## src/verilog/rv_pkg.sv

```systemverilog
// RV32 back end shared types, opcodes, latencies and sizes.
package rv_pkg;

	localparam int XLEN  = 32;
	localparam int NREGS = 32;

	// Issue to write-back pulse, in cycles.
	localparam int LAT_ALU = 2;
	localparam int LAT_MEM = 3;
	localparam int LAT_MUL = 5;

	localparam int MUL_STAGES = 3;

	localparam int DMEM_WORDS = 256;
	localparam int DMEM_AW    = $clog2(DMEM_WORDS);

	// Bit positions in the exception word.
	localparam int EXC_ILLEGAL     = 2;
	localparam int EXC_LD_MISALIGN = 4;
	localparam int EXC_ST_MISALIGN = 6;

	localparam logic [6:0] FUNCT7_MULDIV = 7'b0000001;

	typedef enum logic [6:0] {
		OP     = 7'b0110011,
		OP_IMM = 7'b0010011,
		LUI    = 7'b0110111,
		JAL    = 7'b1101111,
		BRANCH = 7'b1100011,
		SYSTEM = 7'b1110011,
		LOAD   = 7'b0000011,
		STORE  = 7'b0100011
	} opcode_e;

	typedef enum logic [3:0] {
		ADD,
		SUB,
		AND,
		OR,
		XOR,
		SLT,
		SLL,
		SRL,
		PASS_B,
		LINK
	} alu_op_e;

	typedef enum logic [1:0] {
		UNIT_ALU,
		UNIT_MUL,
		UNIT_MEM
	} unit_e;

endpackage

```

## src/verilog/issue_unit.sv

```systemverilog
// Issue stage with decode, scoreboard, write-back slot booking and operand register.
`timescale 1ns/10ps

module issue_unit import rv_pkg::*; (
	input  logic            clk_i,
	input  logic            rst_n_i,
	input  logic            kill_i,
	input  logic            issue_valid_i,
	input  logic [XLEN-1:0] issue_instr_i,
	input  logic [XLEN-1:0] issue_pc_i,
	output logic            issue_ready_o,
	output logic [4:0]      rf_raddr1_o,
	output logic [4:0]      rf_raddr2_o,
	input  logic [XLEN-1:0] rf_rdata1_i,
	input  logic [XLEN-1:0] rf_rdata2_i,
	input  logic            retire_valid_i,
	input  logic [4:0]      retire_rd_i,
	output logic            alu_valid_o,
	output logic            mul_valid_o,
	output logic            mem_valid_o,
	output logic [XLEN-1:0] op_a_o,
	output logic [XLEN-1:0] op_b_o,
	output logic [XLEN-1:0] store_data_o,
	output alu_op_e         alu_op_o,
	output logic [4:0]      rd_o,
	output logic            we_o,
	output logic [XLEN-1:0] instr_o,
	output logic [XLEN-1:0] pc_o
);

	opcode_e         opcode;
	logic [4:0]      rs1, rs2, rd;
	logic [2:0]      funct3;
	logic [6:0]      funct7;
	logic [XLEN-1:0] imm_i, imm_s, imm_u;
	unit_e           unit;
	alu_op_e         alu_op;
	logic            use_rs1, use_rs2, writes;
	logic [XLEN-1:0] op_a, op_b;
	logic [4:0]      dst_rd;
	logic [2:0]      lat;
	logic [NREGS-1:0] scoreboard, pending, retire_mask, set_mask;
	logic [LAT_MUL-1:0] slots, slot_mask;
	logic            hazard, slot_busy, accept;

	function automatic alu_op_e f3_op(input logic [2:0] f3, input logic sub);
		case (f3)
			3'b000:  return sub ? SUB : ADD;
			3'b001:  return SLL;
			3'b010:  return SLT;
			3'b100:  return XOR;
			3'b101:  return SRL;
			3'b110:  return OR;
			3'b111:  return AND;
			default: return ADD;
		endcase
	endfunction

	assign opcode = opcode_e'(issue_instr_i[6:0]);
	assign rd     = issue_instr_i[11:7];
	assign funct3 = issue_instr_i[14:12];
	assign rs1    = issue_instr_i[19:15];
	assign rs2    = issue_instr_i[24:20];
	assign funct7 = issue_instr_i[31:25];
	assign imm_i  = {{20{issue_instr_i[31]}}, issue_instr_i[31:20]};
	assign imm_s  = {{20{issue_instr_i[31]}}, issue_instr_i[31:25], issue_instr_i[11:7]};
	assign imm_u  = {issue_instr_i[31:12], 12'b0};

	assign rf_raddr1_o = rs1;
	assign rf_raddr2_o = rs2;

	always_comb begin
		unit    = UNIT_ALU;
		alu_op  = ADD;
		use_rs1 = 1'b0;
		use_rs2 = 1'b0;
		writes  = 1'b0;
		op_a    = rf_rdata1_i;
		op_b    = rf_rdata2_i;
		case (opcode)
			OP: begin
				use_rs1 = 1'b1;
				use_rs2 = 1'b1;
				writes  = 1'b1;
				if (funct7 == FUNCT7_MULDIV)
					unit = UNIT_MUL;
				else
					alu_op = f3_op(funct3, funct7[5]);
			end
			OP_IMM: begin
				use_rs1 = 1'b1;
				writes  = 1'b1;
				op_b    = imm_i;
				alu_op  = f3_op(funct3, 1'b0);
			end
			LUI: begin
				writes = 1'b1;
				op_b   = imm_u;
				alu_op = PASS_B;
			end
			JAL: begin
				writes = 1'b1;
				alu_op = LINK;
			end
			BRANCH: begin
				use_rs1 = 1'b1;
				use_rs2 = 1'b1;
			end
			LOAD: begin
				unit    = UNIT_MEM;
				use_rs1 = 1'b1;
				writes  = 1'b1;
				op_a    = rf_rdata1_i + imm_i;
			end
			STORE: begin
				unit    = UNIT_MEM;
				use_rs1 = 1'b1;
				use_rs2 = 1'b1;
				op_a    = rf_rdata1_i + imm_s;
			end
			// SYSTEM and unknown opcodes go to the ALU without a write.
			default: ;
		endcase
	end

	assign dst_rd = writes ? rd : 5'd0;

	always_comb begin
		case (unit)
			UNIT_MUL: lat = 3'(LAT_MUL);
			UNIT_MEM: lat = 3'(LAT_MEM);
			default:  lat = 3'(LAT_ALU);
		endcase
	end

	// A register retiring this cycle is already free because the register file forwards it.
	assign retire_mask = retire_valid_i ? (NREGS'(1) << retire_rd_i) : '0;
	assign pending     = scoreboard & ~retire_mask;

	assign hazard = (use_rs1 && pending[rs1]) || (use_rs2 && pending[rs2]) || pending[dst_rd];

	// Bit n marks the latch as taken n edges from now.
	assign slot_busy = |(slots & (LAT_MUL'(1) << lat));

	assign issue_ready_o = !kill_i && !hazard && !slot_busy;
	assign accept        = issue_valid_i && issue_ready_o;

	assign set_mask  = (accept && dst_rd != 5'd0) ? (NREGS'(1) << dst_rd) : '0;
	assign slot_mask = accept ? (LAT_MUL'(1) << (lat - 3'd1)) : '0;

	always_ff @(posedge clk_i or negedge rst_n_i) begin
		if (!rst_n_i) begin
			scoreboard  <= '0;
			slots       <= '0;
			alu_valid_o <= 1'b0;
			mul_valid_o <= 1'b0;
			mem_valid_o <= 1'b0;
		end else if (kill_i) begin
			scoreboard  <= '0;
			slots       <= '0;
			alu_valid_o <= 1'b0;
			mul_valid_o <= 1'b0;
			mem_valid_o <= 1'b0;
		end else begin
			scoreboard  <= pending | set_mask;
			slots       <= (slots >> 1) | slot_mask;
			alu_valid_o <= accept && unit == UNIT_ALU;
			mul_valid_o <= accept && unit == UNIT_MUL;
			mem_valid_o <= accept && unit == UNIT_MEM;
		end
	end

	always_ff @(posedge clk_i) begin
		if (accept) begin
			op_a_o       <= op_a;
			op_b_o       <= op_b;
			store_data_o <= rf_rdata2_i;
			alu_op_o     <= alu_op;
			rd_o         <= dst_rd;
			we_o         <= writes;
			instr_o      <= issue_instr_i;
			pc_o         <= issue_pc_i;
		end
	end

endmodule

```

## config.mk

```make
export PLATFORM = sky130hd
export DESIGN_NAME = issue_unit
export DESIGN_NICKNAME = d
export VERILOG_FILES = /design/src/verilog/rv_pkg.sv /design/src/verilog/issue_unit.sv
export SDC_FILE = /design/constraint.sdc
export NUM_CORES = 1
export LEC_CHECK = 0
export BUFFER_PORTS_ARGS = -buffer_cell sky130_fd_sc_hd__buf_4
export CORE_UTILIZATION = 56
export DETAILED_ROUTE_END_ITERATION = 16
export PLACE_DENSITY_LB_ADDON = 0.12
export SLEW_MARGIN = 40
export SYNTH_ARGS = -nofsm -noshare
export SYNTH_HDL_FRONTEND = slang
export SYNTH_SLANG_ARGS = --single-unit
```

## constraint.sdc

```tcl
create_clock -name clk_i -period 10.5 [get_ports clk_i]
set_clock_uncertainty 0.1 [all_clocks]
set_input_delay 1.575 -clock clk_i [delete_from_list [all_inputs] [get_ports clk_i]]
set_output_delay 1.575 -clock clk_i [all_outputs]
set_load 0.005 [all_outputs]
```

**Word level (Yosys, flattened, before mapping)**

Cells that the tools add are included.

- Output and inout port bits: 184
- Register bits: 210
- Logic and storage cells: 94
- Input bits: 138

- Bitwise gates (word level): 5
- $add $sub $neg: 3
- Equality and inequality tests: 16
- Reduce and logical (&&, ||, !) cells: 22
- Shift-type cells: 4
- Multiplexer cells: 28
- Order comparisons: 3

Operators with widths:

| kind | count |
|---|---|
| case mux 32 bit (2 select lines) | 2 |
| 2-to-1 mux 32 bit | 3 |
| adder 32 bit | 2 |
| left shift 1 x 5 -> 32 bit, first input constant | 2 |
| bitwise AND 32 bit | 1 |
| NOT 32 bit | 1 |
| bitwise OR 32 bit | 1 |
| == test 7 x 6 -> 1 bit, second input constant | 3 |
| case mux 3 bit (7 select lines) | 1 |
| < comparator 5 x 6 -> 1 bit, second input constant | 3 |
| case mux 3 bit (6 select lines) | 1 |
| case mux 4 bit (4 select lines) | 1 |
| binary-select mux 1 bit (select 5 bit) | 3 |
| 2-to-1 mux 5 bit | 3 |
| OR reduction 5 bit | 3 |
| == test 7 bit, second input constant | 2 |
| == test 3 bit, second input constant | 4 |
| 2-to-1 mux 1 bit | 11 |
| left shift 1 x 3 -> 5 bit, first input constant | 2 |
| logical AND 1 bit | 9 |
| == test 7 x 1 -> 1 bit, second input constant | 1 |
| == test 7 x 2 -> 1 bit, second input constant | 1 |
| == test 7 x 5 -> 1 bit, second input constant | 1 |
| case mux 3 bit (2 select lines) | 1 |
| 16 further kinds | 19 |

**Logic depth before layout (Yosys ltp)**

- Word-level depth: 17
- Gate-level depth with buffers: 19
- Gate-level depth less buffers: 18

**Least setup slack after synthesis**

Ideal clock, no wire load.

- Kind: in2out
- From: input issue_instr_i[1]
- To: output issue_ready_o
- Path buffers: 3
- Setup slack: 4.649 ns
- Required time: 8.825 ns
- Stages: 13
- Arrival time: 4.176 ns
- Cell sequence: nand2_1 -> or3_1 -> or3_1 -> clkbuf_1 -> clkbuf_1 -> buf_1 -> ha_1 -> mux2i_1 -> o22ai_1 -> a221oi_1 -> inv_1 -> a211oi_2 -> and3_1

- Cells in the longest elaborated chain, start to end: 10
- Elaborated cells on any way between the ends: 32
- Those cells by class: eq/ne (9); shift (1); mux (8); bitwise (1); reduce/logical (13)

Ends and longest elaborated chain:

| element | RTL line | source |
|---|---|---|
| start, declared | issue_unit.sv:9 | `input logic [XLEN-1:0] issue_instr_i,` |
| == test 7 x 5 -> 1 bit (tied with other cells) | issue_unit.sv:80 | `case (opcode)` |
| OR reduction 5 bit (no line) / OR reduction 2 bit (equally long branches) | n/a |  |
| 2-to-1 mux 1 bit / case mux 2 bit (2 select lines) (equally long branches) | issue_unit.sv:80 |  |
| 2-to-1 mux 5 bit (tied with other cells) | issue_unit.sv:126 | `assign dst_rd = writes ? rd : 5'd0;` |
| binary-select mux 1 bit (select 5 bit) / case mux 3 bit (2 select lines) (equally long branches) | issue_unit.sv:140, issue_unit.sv:129 |  |
| 2-to-1 mux 1 bit (not written as such) / left shift 1 x 3 -> 5 bit (equally long branches) | issue_unit.sv:140, issue_unit.sv:143 |  |
| logical OR 1 bit / bitwise AND 5 bit (equally long branches) | issue_unit.sv:140, issue_unit.sv:143 |  |
| zero test 1 bit / OR reduction 5 bit (equally long branches) | issue_unit.sv:145, issue_unit.sv:143 |  |
| logical AND 1 bit / zero test 1 bit (equally long branches) | issue_unit.sv:145 | `assign issue_ready_o = !kill_i && !hazard && !slot_busy;` |
| logical AND 1 bit * | issue_unit.sv:145 |  |
| end, declared | issue_unit.sv:11 | `output logic issue_ready_o,` |

Every way passes the cells marked *; elsewhere a longest branch is shown, timed or not. The select of a mux whose other input is x is not followed.

**Final worst setup path**

Same ends and word-level chain as after synthesis.

==> flow_summary.yaml <==
run_status:
  run_status: "completed"
grt:
  grt.busiest_layer: "met2"
  grt_remaining_overflow: 0
  groute.layer.met3.usage_pct: 6.13
  largest_net_degree_at_the_start_of_global_routing: 86
  number_of_antenna_violations_at_the_first_check_in_global_routing: 0
  grt_pass1_wl_mm: 47.3
  grt_util_met2_pct: 53.0
  grt.total_usage_pct: 31.7
  first_global_vias: 8236
  fraction_of_met1_tracks_used_by_global_routing_pct: 40.3
floorplan:
  die_width_um: 140
  std_cell_rows: 50
  num_io_pins: 322
  coreArea_sq_um: 18600
  initial_core_utilization_pct: 57.0
  die_area_sq_um: 19500
  die_height_um: 140
place:
  detailed_place_hpwl_mm: 22.6
  place_worst_setup_slack_ns: 3.91
  gp_congestion: 0.934
  numPortBuffers: 321
  place_inst: 1387
synth:
  count_leader_synth: "edfxtp_1"
  synth_area_leaders: "edfxtp_1, dfrtp_1, ha_1"
  postSynthNetCount: 1052
  syn-cell-area_sq_um: 10600
  synth.ff_latch_count: 209
  commonest_cells_in_the_synthesized_netlist: "edfxtp_1, nand2_1, o21ai_0"
  synth_cell_types: 80
  async_reset_ff_share_pct: 18.7
  most_used_flip_flop_cell_after_synthesis: "edfxtp_1"
  synth_enable_flop_cells: 170
  post_synth_inst_count: 878
  post-synth-top-area-cell: "edfxtp_1"
  synthesis.yosys.warnings: 0
  post-synth-top-area-fraction_pct: 48.1
  synth-seq-area-share_pct: 57.2
  syn_avg_cell_area_sq_um: 12.1
timing:
  worst_slew_margin_rel_pct: 43.7
  worst_slack_ns: 4.19
  grt_setup_unrepaired: "false"
  timing_worst_slew_pin_value_ns: 0.844
  finalSetupViolCount: 0
  fin_crit_sh_pct: 60.1
  timing_max_transition_violations_final: 0
  finalWorstPathRequiredPeriod_ns: 6.31
  worst_hold_slack_ns: 0.402
  fmax_mhz: 159
  hold_violations: 0
  final.setup.tns_ns: 0
cells_and_area:
  num_antenna_cells: 0
  final_layout_size_suffix_gt1_share_pct: 33.1
  final_net_count: 1351
  syn2layout_area_growth_pct: 30.2
  postLayoutCoreUtil_pct: 74.2
  fin_cells: 1427
worst_setup_path:
  path_max_fanout: 62
  critical_path_required_ns: 8.83
  worst_ep_arrival_time_ns: 4.63
  setup.reg_to_reg.worst_slack_ns: 6.80
  timing.setup.critical_path_class: "input port to primary output"
  setup.worst_path.start_class: "input port"
  critPathCaptureType: "primary output"
power_and_ir_drop:
  clock_power_share_pct: 37.4
  vdd_drop_max_mv: 0.104
  power_per_cell_area_nw_per_um2: 148
  p_leak_uw: 0.00571
  sequential_cell_fraction_of_total_power_pct: 47.5
  switchingPower_uw: 492
  p_int_uw: 1550
  power.combinational.fraction_pct: 15.2
  sw_frac_of_total_pct: 24.1
clock_tree:
  clock_slew_at_reported_path_ffs_ns: 0.06
  clk_latency_ns: 0.50
  cts_resized: 0
  cts_tree: "yes"
  cts.path.max_buffers: 3
  cts_num_sinks: 209
  cts_htree_levels: 1
  numCtsBuffers: 22
  cts_root_buf: "clkbuf_16"
  ctsHoldBuffers: 0
  post_cts.repair.setup_buffers: 0
job:
  max-cap-violations: 0
routing:
  routed_wire_length_per_instance_um: 22.3
  vias: 8833
  drt_wl_total_mm: 31.8
  drt_antenna_net_count: 0
  post-route-drc-count: 0
  post_drt_via_cell_ratio: 6.19
  drt-pass1-iter-count: 6
  drt_iter0_markers: 899
worst_hold_path:
  min-delay-path-class: "flip-flop to flip-flop"
-- metal layers --
| metal | up-vias | wire (um) |
|---|---|---|
| li1 | 3965 | - |
| met1 | 4245 | 12000 |
| met2 | 534 | 15700 |
| met3 | 89 | 2890 |
| met4 | 0 | 1230 |
| met5 | - | 0 |
-- layout make-up --
type | count | area (sq um)
Tap cell | 234 | 293
Multi-Input combinational cell | 598 | 4220
Fill cell | 1331 | 4810
Clock inverter | 12 | 104
Inverter | 20 | 75.1
Sequential cell | 209 | 6080
Clock buffer | 28 | 594
Timing Repair Buffer | 326 | 2460
-- placed cells by master, fill, tap and decap left out, drive strengths merged, types with 6 or more instances in the layout --
cell    instances
buf           326
edfxtp        170
nand2          92
o21ai          89
nor2           70
dfrtp          39
ha             35
clkbuf         28
a21oi          25
a221o          19
inv            18
mux4           17
nand3          16
xor2           14
mux2i          13
a31o           13
and2           12
a21o           12
xnor2          12
nor3           12
clkinv         11
nand2b         10
o22ai          10
o32ai           9
nor2b           8
o21a            8
mux2            6
a211o           6
a211oi          6
o31ai           6
-- worst paths after layout --
| kind | endpoint | depth (start not counted) | from |
|---|---|---|---|
| max | issue_ready_o | 13 | issue_instr_i[1] |
| max in group asynchronous | scoreboard[10] | 1 | rst_n_i |
| min | slots[2] | 1 | slots[3] |
| max reg2reg | we_o | 8 | scoreboard[6] |
| min reg2reg | slots[2] | 1 | slots[3] |
| min in group asynchronous | alu_valid_o | 1 | rst_n_i |
-- sequential cells by signal, summed over array words and instances (netlist names) --
| name | count |
|---|---|
| alu_op_o | 4 |
| alu_valid_o | 1 |
| instr_o | 32 |
| mem_valid_o | 1 |
| mul_valid_o | 1 |
| op_a_o | 32 |
| op_b_o | 32 |
| pc_o | 32 |
| rd_o | 5 |
| scoreboard | 32 |
| slots | 4 |
| store_data_o | 32 |
| we_o | 1 |
-- power by group through the flow --
stage / Combinational [uW] / Sequential (uW) / Clock (uW)
2_1_floorplan: 132 / 992 / 0
3_3_place_gp: 301 / 986 / 0
3_5_place_dp: 307 / 987 / 0
4_1_cts: 308 / 971 / 772
5_1_grt: 333 / 975 / 802
6_report: 310 / 971 / 765
-- metrics by stage --
| step | cell area (sq um) | power (uW) |
|---|---|---|
| 2_1_floorplan | 10600 | 1120 |
| 3_3_place_gp | 13100 | 1290 |
| 3_5_place_dp | 13100 | 1290 |
| 4_1_cts | 13800 | 2050 |
| 5_1_grt | 13800 | 2110 |
| 6_report | 13800 | 2050 |
-- kinds of logic after synthesis --
family	share of synthesized area (%)
AND/OR/NAND/NOR	11.9
AO/OA/AOI/OAI	15.6
flip-flops	57.2
buffers and inverters	3.27
multiplexers	5.54
adder cells (fa/ha/maj)	4.31
XOR/XNOR	2.14
-- worst max-delay path, cell delays in order --
cell and delay [ns]:
buf_4 0.11, nand2_1 0.20, or3_1 0.24, or3_4 0.54, clkinv_1 0.46, ha_1 0.35, nand2_1 0.06, nand2_1 0.05
a221oi_1 0.23, inv_1 0.09, a211oi_2 0.33, and3_1 0.25, buf_4 0.12
Note: power is estimated with default switching activity, not from simulation.
